===== src/hdl/apb_bridge_settings.svh =====
`ifndef APB_BRIDGE_SETTINGS_SVH
`define APB_BRIDGE_SETTINGS_SVH

// ------------------------------------------------------------------------
// APB peripheral address map
// ------------------------------------------------------------------------

// Nine 64 KB slots from 0x0080_0000 up to 0x0088_FFFF
`define APB_NUM_SLAVES  9
`define APB_BASE_ADDR   32'h0080_0000  // Slot 0 base
`define APB_SLOT_BITS   16             // log2 of slot size

// Populated slots, bit n for slot n
// Slots 4 and 7 have no peripheral and answer with ERROR
`define APB_SLOT_MASK   9'b1_0110_1111

// ------------------------------------------------------------------------
// Byte-lane order
// ------------------------------------------------------------------------

// 0 for little endian, 1 reverses the byte lanes (lane n to lane 3-n)
`define SYSTEM_BIG_ENDIAN 0

`endif


===== src/hdl/apb_bridge_pkg.sv =====
`include "apb_bridge_settings.svh"

package apb_bridge_pkg;

  // Bus widths
  typedef logic [31:0] haddr_t;                        // AHB/APB address
  typedef logic [31:0] hdata_t;                        // Data bus
  typedef logic [3:0]  slot_t;                         // Slot index, haddr[19:16]
  typedef logic [`APB_NUM_SLAVES-1:0] psel_t;          // One-hot slave select
  typedef logic [3:0]  pstrb_t;                        // Byte-lane strobes
  typedef logic [`APB_NUM_SLAVES*32-1:0] prdata_bus_t; // Slot n read data at [32n +: 32]

  // AHB transfer type
  typedef enum logic [1:0] {
    IDLE   = 2'b00,
    BUSY   = 2'b01,
    NONSEQ = 2'b10,
    SEQ    = 2'b11
  } htrans_e;

  // AHB transfer size, wider sizes not supported on a 32-bit bus
  typedef enum logic [2:0] {
    BYTE = 3'b000,
    HALF = 3'b001,
    WORD = 3'b010
  } hsize_e;

  // AHB-lite response
  typedef enum logic [1:0] {
    OKAY  = 2'b00,
    ERROR = 2'b01
  } hresp_e;

  // APB phase sequencer
  typedef enum logic [1:0] {
    APB_IDLE   = 2'b00,
    APB_SETUP  = 2'b01,
    APB_ACCESS = 2'b10
  } apb_state_e;

endpackage


===== src/hdl/ahb2apb_bridge.sv =====
`timescale 1ns/100ps

module ahb2apb_bridge
  import apb_bridge_pkg::*;
(
  input  logic        i_hclk,
  input  logic        i_rst_n,
  // AHB-lite slave side
  input  logic        i_hsel,
  input  haddr_t      i_haddr,
  input  htrans_e     i_htrans,
  input  hsize_e      i_hsize,
  input  logic        i_hwrite,
  input  hdata_t      i_hwdata,
  input  logic        i_hready_in,
  output hdata_t      o_hrdata,
  output logic        o_hready,
  output hresp_e      o_hresp,
  // APB master side, shared by all slots
  output psel_t       o_psel,
  output logic        o_penable,
  output haddr_t      o_paddr,
  output logic        o_pwrite,
  output hdata_t      o_pwdata,
  output pstrb_t      o_pstrb,
  input  psel_t       i_pready,
  input  prdata_bus_t i_prdata
);

  // ------------------------------------------------------------------------
  // Stage interconnect
  // ------------------------------------------------------------------------
  logic   accept;
  logic   req_valid;
  haddr_t req_addr;
  hsize_e req_size;
  logic   req_write;
  slot_t  req_slot;
  logic   req_err;
  logic   take;
  logic   done;
  logic   done_err;
  hdata_t rdata;

  ahb_addr_stage u_addr (
    .i_hclk(i_hclk), .i_rst_n(i_rst_n), .i_hsel(i_hsel), .i_haddr(i_haddr),
    .i_htrans(i_htrans), .i_hsize(i_hsize), .i_hwrite(i_hwrite),
    .i_hready_in(i_hready_in), .i_hready(o_hready), .i_take(take),
    .o_accept(accept), .o_req_valid(req_valid), .o_req_addr(req_addr),
    .o_req_size(req_size), .o_req_write(req_write), .o_req_slot(req_slot),
    .o_req_err(req_err)
  );

  apb_access_stage u_apb (
    .i_hclk(i_hclk), .i_rst_n(i_rst_n), .i_req_valid(req_valid),
    .i_req_addr(req_addr), .i_req_size(req_size), .i_req_write(req_write),
    .i_req_slot(req_slot), .i_req_err(req_err), .i_hwdata(i_hwdata),
    .i_pready(i_pready), .i_prdata(i_prdata), .o_take(take), .o_psel(o_psel),
    .o_penable(o_penable), .o_paddr(o_paddr), .o_pwrite(o_pwrite),
    .o_pwdata(o_pwdata), .o_pstrb(o_pstrb), .o_done(done),
    .o_done_err(done_err), .o_rdata(rdata)
  );

  ahb_resp_stage u_resp (
    .i_hclk(i_hclk), .i_rst_n(i_rst_n), .i_accept(accept), .i_done(done),
    .i_done_err(done_err), .i_rdata(rdata), .o_hready(o_hready),
    .o_hresp(o_hresp), .o_hrdata(o_hrdata)
  );

endmodule


===== src/hdl/ahb_addr_stage.sv =====
`timescale 1ns/100ps
`include "apb_bridge_settings.svh"

module ahb_addr_stage
  import apb_bridge_pkg::*;
(
  input  logic    i_hclk,
  input  logic    i_rst_n,
  input  logic    i_hsel,
  input  haddr_t  i_haddr,
  input  htrans_e i_htrans,
  input  hsize_e  i_hsize,
  input  logic    i_hwrite,
  input  logic    i_hready_in,
  input  logic    i_hready,      // Bridge's own hready
  input  logic    i_take,        // Request consumed by APB stage
  output logic    o_accept,      // Address phase accepted this edge
  output logic    o_req_valid,
  output haddr_t  o_req_addr,
  output hsize_e  o_req_size,
  output logic    o_req_write,
  output slot_t   o_req_slot,
  output logic    o_req_err      // Unmapped or unpopulated
);

  // Bits at and above DEC_LSB must match the base
  localparam int     DEC_LSB   = `APB_SLOT_BITS + $bits(slot_t);
  localparam haddr_t BASE_ADDR = `APB_BASE_ADDR;
  localparam logic [15:0] SLOT_MASK = 16'(`APB_SLOT_MASK); // Unused slot codes read 0

  logic  in_window;
  logic  slot_ok;
  slot_t slot;

  // ------------------------------------------------------------------------
  // Acceptance and decode
  // ------------------------------------------------------------------------

  assign o_accept = i_hsel && i_hready_in && i_hready &&
                    ((i_htrans == NONSEQ) || (i_htrans == SEQ));  // IDLE, BUSY ignored

  assign slot      = i_haddr[`APB_SLOT_BITS +: $bits(slot_t)];
  assign in_window = (i_haddr[31:DEC_LSB] == BASE_ADDR[31:DEC_LSB]);
  assign slot_ok   = (slot < slot_t'(`APB_NUM_SLAVES)) && SLOT_MASK[slot];

  // Request holding register
  always_ff @(posedge i_hclk or negedge i_rst_n) begin
    if (!i_rst_n) begin
      o_req_valid <= 1'b0;
    end else if (o_accept) begin
      o_req_valid <= 1'b1;
    end else if (i_take) begin
      o_req_valid <= 1'b0;   // Handed to APB stage
    end
  end

  // Request payload
  always_ff @(posedge i_hclk) begin
    if (o_accept) begin
      o_req_addr  <= i_haddr;
      o_req_size  <= i_hsize;
      o_req_write <= i_hwrite;
      o_req_slot  <= slot;
      o_req_err   <= !(in_window && slot_ok);
    end
  end

  // AHB-lite holds the next address while hready is low, so only one request
  a_single_request : assert property (
    @(posedge i_hclk) disable iff (!i_rst_n)
    o_req_valid |-> !o_accept
  );

endmodule


===== src/hdl/ahb_resp_stage.sv =====
`timescale 1ns/100ps

module ahb_resp_stage
  import apb_bridge_pkg::*;
(
  input  logic   i_hclk,
  input  logic   i_rst_n,
  input  logic   i_accept,    // Address phase taken
  input  logic   i_done,      // Transfer finished
  input  logic   i_done_err,
  input  hdata_t i_rdata,     // Active slot's prdata
  output logic   o_hready,
  output hresp_e o_hresp,
  output hdata_t o_hrdata
);

  logic err_second;   // Second ERROR cycle with hready high

  // ------------------------------------------------------------------------
  // hready sequencing
  // ------------------------------------------------------------------------

  // Low from accept until one edge after done
  always_ff @(posedge i_hclk or negedge i_rst_n) begin
    if (!i_rst_n) begin
      o_hready   <= 1'b1;
      err_second <= 1'b0;
    end else begin
      if (i_accept) begin
        o_hready <= 1'b0;
      end else if (i_done) begin
        o_hready <= 1'b1;
      end
      err_second <= i_done && i_done_err;
    end
  end

  // First ERROR cycle rides on done_err and the second on err_second
  assign o_hresp = (i_done_err || err_second) ? ERROR : OKAY;

  // Read data captured at APB completion
  always_ff @(posedge i_hclk) begin
    if (i_done && !i_done_err) begin
      o_hrdata <= i_rdata;
    end
  end

  // Two-cycle ERROR with hready low then high
  a_err_first_low : assert property (
    @(posedge i_hclk) disable iff (!i_rst_n)
    (o_hresp == ERROR && !err_second) |-> !o_hready
  );
  a_err_second_high : assert property (
    @(posedge i_hclk) disable iff (!i_rst_n)
    err_second |-> o_hready
  );

endmodule


===== src/hdl/apb_access_stage.sv =====
`timescale 1ns/100ps
`include "apb_bridge_settings.svh"

module apb_access_stage
  import apb_bridge_pkg::*;
(
  input  logic        i_hclk,
  input  logic        i_rst_n,
  input  logic        i_req_valid,
  input  haddr_t      i_req_addr,
  input  hsize_e      i_req_size,
  input  logic        i_req_write,
  input  slot_t       i_req_slot,
  input  logic        i_req_err,
  input  hdata_t      i_hwdata,    // AHB data phase
  input  psel_t       i_pready,
  input  prdata_bus_t i_prdata,
  output logic        o_take,
  output psel_t       o_psel,
  output logic        o_penable,
  output haddr_t      o_paddr,
  output logic        o_pwrite,
  output hdata_t      o_pwdata,
  output pstrb_t      o_pstrb,
  output logic        o_done,      // Transfer complete, one cycle
  output logic        o_done_err,  // Completion is an error
  output hdata_t      o_rdata
);

  apb_state_e state;
  logic       err_done;     // Error request finished without APB
  logic       pready_sel;   // pready of the active slot

  // Byte lanes from size and low address bits
  function automatic pstrb_t strb_calc(input hsize_e size, input logic [1:0] lsb);
    pstrb_t strb;
    case (size)
      BYTE:    strb = pstrb_t'(4'b0001 << lsb);
      HALF:    strb = lsb[1] ? 4'b1100 : 4'b0011;
      default: strb = 4'b1111;
    endcase
    if (`SYSTEM_BIG_ENDIAN != 0) begin
      strb = {strb[0], strb[1], strb[2], strb[3]};  // Lane n to lane 3-n
    end
    return strb;
  endfunction

  // ------------------------------------------------------------------------
  // Slot response mux
  // ------------------------------------------------------------------------

  // AND-OR select on the one-hot psel
  always_comb begin
    pready_sel = 1'b0;
    o_rdata    = '0;
    for (int s = 0; s < `APB_NUM_SLAVES; s++) begin
      pready_sel = pready_sel | (o_psel[s] & i_pready[s]);
      o_rdata    = o_rdata | ({32{o_psel[s]}} & i_prdata[s*32 +: 32]);
    end
  end

  assign o_take     = i_req_valid && (state == APB_IDLE);
  assign o_penable  = (state == APB_ACCESS);
  assign o_done     = (o_penable && pready_sel) || err_done;
  assign o_done_err = err_done;

  // ------------------------------------------------------------------------
  // APB phase FSM
  // ------------------------------------------------------------------------

  always_ff @(posedge i_hclk or negedge i_rst_n) begin
    if (!i_rst_n) begin
      state    <= APB_IDLE;
      o_psel   <= '0;
      err_done <= 1'b0;
    end else begin
      err_done <= o_take && i_req_err;   // Skip APB, finish next cycle
      case (state)
        APB_IDLE: begin
          if (o_take && !i_req_err) begin
            state  <= APB_SETUP;
            o_psel <= psel_t'(1) << i_req_slot;
          end
        end
        APB_SETUP: state <= APB_ACCESS;
        APB_ACCESS: begin
          if (pready_sel) begin       // Wait states stretch this phase
            state  <= APB_IDLE;
            o_psel <= '0;
          end
        end
        default: state <= APB_IDLE;
      endcase
    end
  end

  // Address, control and write data held for the whole transfer
  always_ff @(posedge i_hclk) begin
    if (o_take) begin
      o_paddr  <= i_req_addr;
      o_pwrite <= i_req_write;
      o_pwdata <= i_hwdata;   // Data phase is the take cycle
      o_pstrb  <= strb_calc(i_req_size, i_req_addr[1:0]);
    end
  end

  a_penable_psel : assert property (
    @(posedge i_hclk) disable iff (!i_rst_n) o_penable |-> (o_psel != '0));
  a_psel_onehot : assert property (
    @(posedge i_hclk) disable iff (!i_rst_n) $onehot0(o_psel));
  a_access_stable : assert property (
    @(posedge i_hclk) disable iff (!i_rst_n)
    o_penable |-> ($stable(o_paddr) && $stable(o_pwrite) && $stable(o_pwdata)));

endmodule


===== config.mk =====
export PLATFORM = sky130hd
export DESIGN_NAME = ahb2apb_bridge
export DESIGN_NICKNAME = d
export VERILOG_FILES = /design/src/hdl/apb_bridge_pkg.sv /design/src/hdl/ahb2apb_bridge.sv /design/src/hdl/ahb_addr_stage.sv /design/src/hdl/ahb_resp_stage.sv /design/src/hdl/apb_access_stage.sv
export VERILOG_INCLUDE_DIRS = /design/src /design/src/hdl
export SDC_FILE = /design/constraint.sdc
export NUM_CORES = 1
export LEC_CHECK = 0
export ABC_AREA = 1
export BUFFER_PORTS_ARGS = -buffer_cell sky130_fd_sc_hd__buf_2
export CAP_MARGIN = 20
export CORE_AREA = 2 2 190 192
export DETAILED_ROUTE_END_ITERATION = 16
export DIE_AREA = 0 0 192 194
export PLACE_DENSITY_LB_ADDON = 0.05
export REMOVE_ABC_BUFFERS = 1
export SYNTH_ARGS = -nofsm -noshare
export SYNTH_HDL_FRONTEND = slang
export SYNTH_SLANG_ARGS = --single-unit

===== constraint.sdc =====
create_clock -name i_hclk -period 2.4 [get_ports i_hclk]
set_input_delay 0.24 -clock i_hclk [delete_from_list [all_inputs] [get_ports i_hclk]]
set_output_delay 0.24 -clock i_hclk [all_outputs]
set_load 0.02 [all_outputs]

==> results.toml, run 1 <==
[grt]
grt-busiest-layer = "met2"
grt_first_pass_wirelength_microns = 47500
grt_max_degree = 37
grt_util_met2_pct = 31.1
antenna_found_initial = 16
met3_usage_pct = 5.12
overflow = 0
grt_pass1_vias = 7392
met1_usage_pct = 19.4
grtUsageTotal_pct = 17.6

[pwr]
p_leak_nw = 5.21
ir_worst_vdd_v = 0.000469
p_per_area_mw_per_mm2 = 742

[drt]
wire_per_inst_microns = 19.1
vias = 7295
drc = 0
drtIter0Drc = 374
drt_wl_total_microns = 33500
dr.pass1.iters = 4
vias_per_cell = 4.15
drtAntennaViolNets = 0

[sta]
worst_clock_skew_ns = 0.0105
setup_viol = 0
fin_crit_sh_pct = 73.6
fmax_ghz = 0.566
layout_min_cycle_time_ns = 1.77
relSlewSlack_pct = 64.1
maxSlewViolCount = 0
fin_tns_setup_ns = 0
worst_slew_pin_slew_ns = 0.538
rsz0062_at_grt = "no"
finalHoldViolations = 0

[yosys]
synth_top_family_by_area = "simple AND/OR/NAND/NOR gates"
yosys.area_share.simple_pct = 29.2
postSynthAreaPerCell_sq_um = 9.55
synthCells = 725
async_flop_share_pct = 9.80
synth-seq-area-share_pct = 65.3
synth_edf_count = 138
ys_warn_count = 0
ys_types = 24
synthAdderAreaFrac_pct = 0.362
ys_ff_latch = 153
synth-compound-area-share_pct = 1.66
syn_area_sq_mm = 0.00692
ys.flop_type = "edfxtp_1"
synth_xor_area_share_pct = 0
synth_mux_area_share_pct = 0

[place]
dp.final_hpwl_microns = 25900
dp_cells = 1644
portBuffers = 482
place.gp.congestion = 0.854

[worst_setup_path]
cp_slowest_cell = "buf_4"
worstSetupPathType = "register to primary output"
critPathCaptureType = "primary output"
cp_cell_sequence = "buf_4, buf_2"
startpoint = "u_apb.o_psel[8]"
cp.required_ns = 2.16
path_buf_inv = 2
reg2reg_from = "u_apb.o_psel[6]"
cp-start-kind = "register"
crit_arrival_ns = 1.53
max_stage_delay_ns = 0.43
cp_top_family = "buffers and inverters"
cp_max_fo = 34

[min_path]
hold_class = "input pin to register"
min_from = "i_haddr[25]"

[final_layout]
final_cells = 1758
multi_input_area_sq_mm = 0.00217
drive_above_1_share_pct = 42.0
fill_cells = 3784
fin_nets = 1642
area_growth_pct = 62.0
regArea_sq_mm = 0.00452

[floorplanning]
die_width_microns = 192
row_count = 69
dieArea_sq_mm = 0.0372
io_pins = 485
initial_core_util_pct = 19.6
coreArea_sq_mm = 0.0352
die_y_microns = 194

[clock_network]
clkTransAtPathRegs_ns = 0.07
clock_latency_ns = 0.43
cts_tree = "yes"
cts.sinks = 153
root_buffer = "clkbuf_16"
clockBufferDepth = 2
post_cts.repair.setup_buffers = 0
numCtsBuffers = 17
htree_levels = 4

[status]
status = "finished, final reports clean"

[run]
drv_cap = 0
==> Yosys cell counts (2+ instances only) <==
library cell / number / share of area, %
o21ai_0: 5 / 0.36
buf_2: 9 / 0.65
edfxtp_1: 138 / 60
ha_1: 2 / 0.36
clkbuf_1: 28 / 1.5
nand3_1: 43 / 3.1
a21oi_1: 18 / 1.3
nand2_1: 359 / 19
inv_1: 14 / 0.76
dfrtp_1: 14 / 5.1
buf_4: 2 / 0.22
nor4_1: 2 / 0.18
nor2_1: 46 / 2.5
nand4_1: 35 / 3.2
==> metrics by stage <==
stage / hold WS [ns] / total power, mW / setup WS [ns] / util [%] / instance area, sq um
2_1_floorplan: -0.0556 / 4.51 / -0.805 / - / 6740
3_3_place_gp: 0.182 / 5.61 / 0.737 / 28.1 / 9910
3_5_place_dp: 0.176 / 5.59 / 0.737 / 28.1 / 9910
4_1_cts: 0.00341 / 8.48 / 0.591 / 31.7 / 11200
5_1_grt: 0.00331 / 8.79 / 0.556 / 31.8 / 11200
6_report: 0.0250 / 8.32 / 0.634 / 31.8 / 11200
==> logic make-up after synthesis <==
family / Yosys count
AOI/OAI and AO/OA: 23
buffers and inverters: 55
other: 1
adders and majority gates: 2
and+or+nand+nor: 491
DFF: 153
==> flip-flops by register name (all words and copies together) (netlist names) <==
name                flops
u_addr.o_req_err        1
u_apb.o_done_err        1
u_apb.o_psel            9
u_addr.o_req_slot       3
u_apb.o_pstrb           4
u_resp.o_hready         1
u_addr.o_req_addr      29
u_resp.o_hrdata        32
u_apb.o_pwdata         32
u_addr.o_req_size       3
u_resp.err_second       1
u_addr.o_req_write      1
u_apb.state             2
u_apb.o_paddr          32
u_addr.o_req_valid      1
u_apb.o_pwrite          1
==> layout by cell type, fill, tap and decap left out, drive strengths merged <==
| cell type | instances |
|---|---|
| nand4 | 35 |
| edfxtp | 138 |
| diode | 15 |
| clkinvlp | 4 |
| buf | 498 |
| dfstp | 1 |
| nand3 | 43 |
| nor3 | 2 |
| nor2 | 48 |
| dfrtp | 14 |
| nand2 | 360 |
| inv | 21 |
| o21ai | 5 |
| or2 | 1 |
| ha | 2 |
| conb | 1 |
| a21oi | 18 |
| clkbuf | 18 |
| clkinv | 2 |
| dlygate4sd3 | 67 |
| bufinv | 2 |
| nor4 | 2 |
==> cell type report <==
type,count,share of cell area [%]
antenna,15,0.335
clock buffer,18,3.83
clock inverter,14,1.45
inverter,15,0.502
multi-input combinational,517,19.4
sequential,153,40.3
tap,461,5.14
timing repair buffer,565,29.0
==> worst paths after layout <==
kind	cells past startpoint	endpoint	slack [ns]
setup / recovery	2	o_psel[8]	0.63
hold / removal	1	u_addr.o_req_addr[25]	0.02
setup reg to reg	7	u_resp.o_hrdata[23]	0.72
hold reg to reg	0	u_apb.o_paddr[25]	0.41
max in group asynchronous	2	u_resp.o_hready	1.84
min in group asynchronous	2	u_apb.o_psel[7]	0.25
==> power by group <==
part | total, mW | leakage, nW | switching (mW) | internal (mW)
logic | 2.22 | 3.47 | 1.41 | 0.812
clock network | 2.74 | 0.277 | 1.18 | 1.56
registers | 3.36 | 1.46 | 0.0738 | 3.28
==> routing by layer <==
layer	share of wire [%]	vias up
li1	-	3527
met1	38	3438
met2	52	286
met3	7.7	40
met4	2.3	4
met5	0.081	-
==> timing repair <==
action | CTS | global route
hold buffers | 67 | 0
gates resized for setup | 0 | 0
endpoints found under the hold margin | 80 | 0
Power figures use the tool's default switching activity.
==> run 2, diff against run 1 <==
--- a/config.mk
+++ b/config.mk
@@ -6,12 +6,12 @@
 export SDC_FILE = /design/constraint.sdc
 export NUM_CORES = 1
 export LEC_CHECK = 0
-export ABC_AREA = 1
+export ABC_AREA = 0
 export BUFFER_PORTS_ARGS = -buffer_cell sky130_fd_sc_hd__buf_2
 export CAP_MARGIN = 20
-export CORE_AREA = 2 2 190 192
+export CORE_AREA = 2 2 189 191
 export DETAILED_ROUTE_END_ITERATION = 16
-export DIE_AREA = 0 0 192 194
+export DIE_AREA = 0 0 191 193
 export PLACE_DENSITY_LB_ADDON = 0.05
 export REMOVE_ABC_BUFFERS = 1
 export SYNTH_ARGS = -nofsm -noshare
==> constraint.sdc (replaced) <==
create_clock -name i_hclk -period 1.45 [get_ports i_hclk]
set_input_delay 0.145 -clock i_hclk [delete_from_list [all_inputs] [get_ports i_hclk]]
set_output_delay 0.145 -clock i_hclk [all_outputs]
set_load 0.02 [all_outputs]
==> run 2 against run 1 <==
Against the previous run:
- the flow now finishes with violations (setup timing)
- sequential power up 69%
- power up 89%
- highest routed layer unchanged
- register-to-register slack worse by 0.96 ns
- largest cell class unchanged
- largest power group unchanged
- cell count down 13%
==> results.toml, run 2 <==
[floorplanning]
io_pins = 485
coreArea_sq_mm = 0.0350
row_count = 69
initial_core_util_pct = 18.4
die_width_microns = 191
dieArea_sq_mm = 0.0369
die_y_microns = 193

[sta]
maxSlewViolCount = 0
layout_min_cycle_time_ns = 1.69
fmax_ghz = 0.591
fin_ws_ns = -0.241
fin_tns_setup_ns = -10.03
setup_viol = 72
finalHoldViolations = 0
fin_crit_sh_pct = 117
fin_hold_ws_ns = 0.00940
worst_clock_skew_ns = 0.0119
rsz0062_at_grt = "yes"

[yosys]
async_flop_share_pct = 9.80
synth_common_cells = "edfxtp_1, nand3_1, a22oi_1"
yosysMostFrequentCell = "edfxtp_1"
syn_area_sq_mm = 0.00644
postSynthAreaPerCell_sq_um = 15.2
netlist.area_leader.share_pct = 64.3
ys_warn_count = 0
synth_edf_count = 138
ys.flop_type = "edfxtp_1"
ys_ff_latch = 153
yosysTopAreaCell = "edfxtp_1"
synth-seq-area-share_pct = 70.2
ys_types = 35
synth.area.top_cells = "edfxtp_1, dfrtp_1, a222oi_1"
synthCells = 425

[clock_network]
cts.sinks = 153
cts_tree = "yes"
numCtsBuffers = 17
clock_latency_ns = 0.43
htree_levels = 4
clockBufferDepth = 2
root_buffer = "clkbuf_16"
clkTransAtPathRegs_ns = 0.07

[final_layout]
area_growth_pct = 89.1
final_common_cell = "buf_2"
final_cells = 1537
reg_top3 = "u_apb.o_paddr x32, u_apb.o_pwdata x32, u_resp.o_hrdata x32"
multi_input_area_sq_mm = 0.00198
finish.instance_area_sq_mm = 0.0122
regArea_sq_mm = 0.00453
fill_cells = 3610
mostFrequentLayoutCells = "buf_2, edfxtp_1, dlygate4sd3_1, buf_4, nand3_1"
drive_above_1_share_pct = 62.5
postLayoutCoreUtil_pct = 34.8
fin_nets = 1430

[drt]
drt_wl_total_microns = 36400
dr.pass1.iters = 7
vias = 6788
drtAntennaViolNets = 0
drc = 0
drtIter0Drc = 475
vias_per_cell = 4.42
wire_per_inst_microns = 23.7

[worst_setup_path]
cp_max_fo = 8
r2r_cells = 6
worstSetupPathType = "register to register"
regToRegSetupSlack_ns = -0.24
cp-start-kind = "register"
max_stage_delay_ns = 0.44
cp_cell_sequence = "a222oi_1, buf_4, a21boi_4, nor2b_4, buf_12, clkbuf_16"
crit_end = "u_resp.o_hrdata[1]"
critPathCaptureType = "register"
cp.required_ns = 1.63
cp_slowest_cell = "dfrtp_2"
reg2reg_from = "u_apb.o_psel[5]"
r2r-end = "u_resp.o_hrdata[1]"
startpoint = "u_apb.o_psel[5]"
crit_arrival_ns = 1.88

[grt]
grt_pass1_vias = 6405
grtUsageTotal_pct = 16.9
overflow = 0
grt_first_pass_wirelength_microns = 44000
grt_max_degree = 35
antenna_found_initial = 7

[pwr]
ir_worst_vdd_v = 0.000794
report.power.total_mw = 15.7
p_leak_nw = 5.26
p_per_area_mw_per_mm2 = 1290

[place]
portBuffers = 482
dp.final_hpwl_microns = 25400
place.gp.congestion = 0.765
dp_cells = 1376
dp_slack_ns = -0.216
place_area_sq_mm = 0.00978

[min_path]
hold_class = "input pin to register"

[run]
drv_cap = 0

[status]
violations = "setup timing"
status = "finished with violations"
## run 2: cell types whose count changed after synthesis, moves of 32 or more
cell	delta
a22o_1	+32
a222oi_1	+33
nor2_1	-41
nand4_1	-32
a22oi_1	+35
a221oi_1	+32
nand2_1	-348
## run 2: kinds of logic (layout without fill, tap and decap cells)
group | Yosys count | in the layout | share of synthesized area [%]
simple gates | 74 | 75 | 6.08
fa+ha+maj | 2 | 2 | 0.388
flops | 153 | 153 | 70.2
other cells | 1 | 7 | 0.0582
compound gates | 150 | 150 | 20.0
buf+inv | 44 | 688 | 3.09
mux | 1 | 1 | 0.155
## run 2: cell type report
type	instances	share of cell area, %
inverters	5	0.185
well taps	461	4.73
repair inverters	1	0.0616
clock buffers	18	3.52
flip-flops and latches	153	37.2
repair buffers	650	36.8
multi-input cells	229	16.2
diodes	6	0.123
clock inverters	14	1.16
## run 2: layer usage
layer | part of all wire [%] | track usage (%) | vias up
li1 | - | - | 3115
met1 | 42 | 20.8 | 3368
met2 | 50 | 29.0 | 279
met3 | 6.5 | 4.05 | 24
met4 | 1.7 | 5.75 | 2
met5 | 0.036 | 0 | -
## run 2: critical path: cells and delay by family, from the launching register on
family | cells | cell delay, ns
simple gates | 1 | 0.14
flops | 1 | 0.44
buf+inv | 3 | 0.49
compound gates | 2 | 0.37
## run 2: what timing repair did
action                                  CTS  global route
endpoints found under the hold margin    88             0
hold buffers                             74             0
gates cloned                              2            17
setup buffers                            12            20
resized for setup                        34            63
endpoints found under the setup margin   71           147
pin swaps                                23            26
## run 2: worst min-delay path by stage
stage,to,startpoint,cells past startpoint
after floorplan,u_addr.o_req_valid,i_rst_n,0
after global placement,u_resp.err_second,i_rst_n,1
after detailed placement,u_resp.err_second,i_rst_n,1
after CTS,u_resp.o_hrdata[2],i_prdata[34],3
after global routing,u_resp.o_hrdata[29],i_prdata[189],3
final,u_resp.o_hrdata[29],i_prdata[189],3
## run 2: report_power, final
part / internal (mW) / switching [mW] / leakage [nW]
sequential: 5.49 / 0.177 / 1.44
clock: 2.41 / 2.01 / 0.270
combinational: 2.75 / 2.87 / 3.55
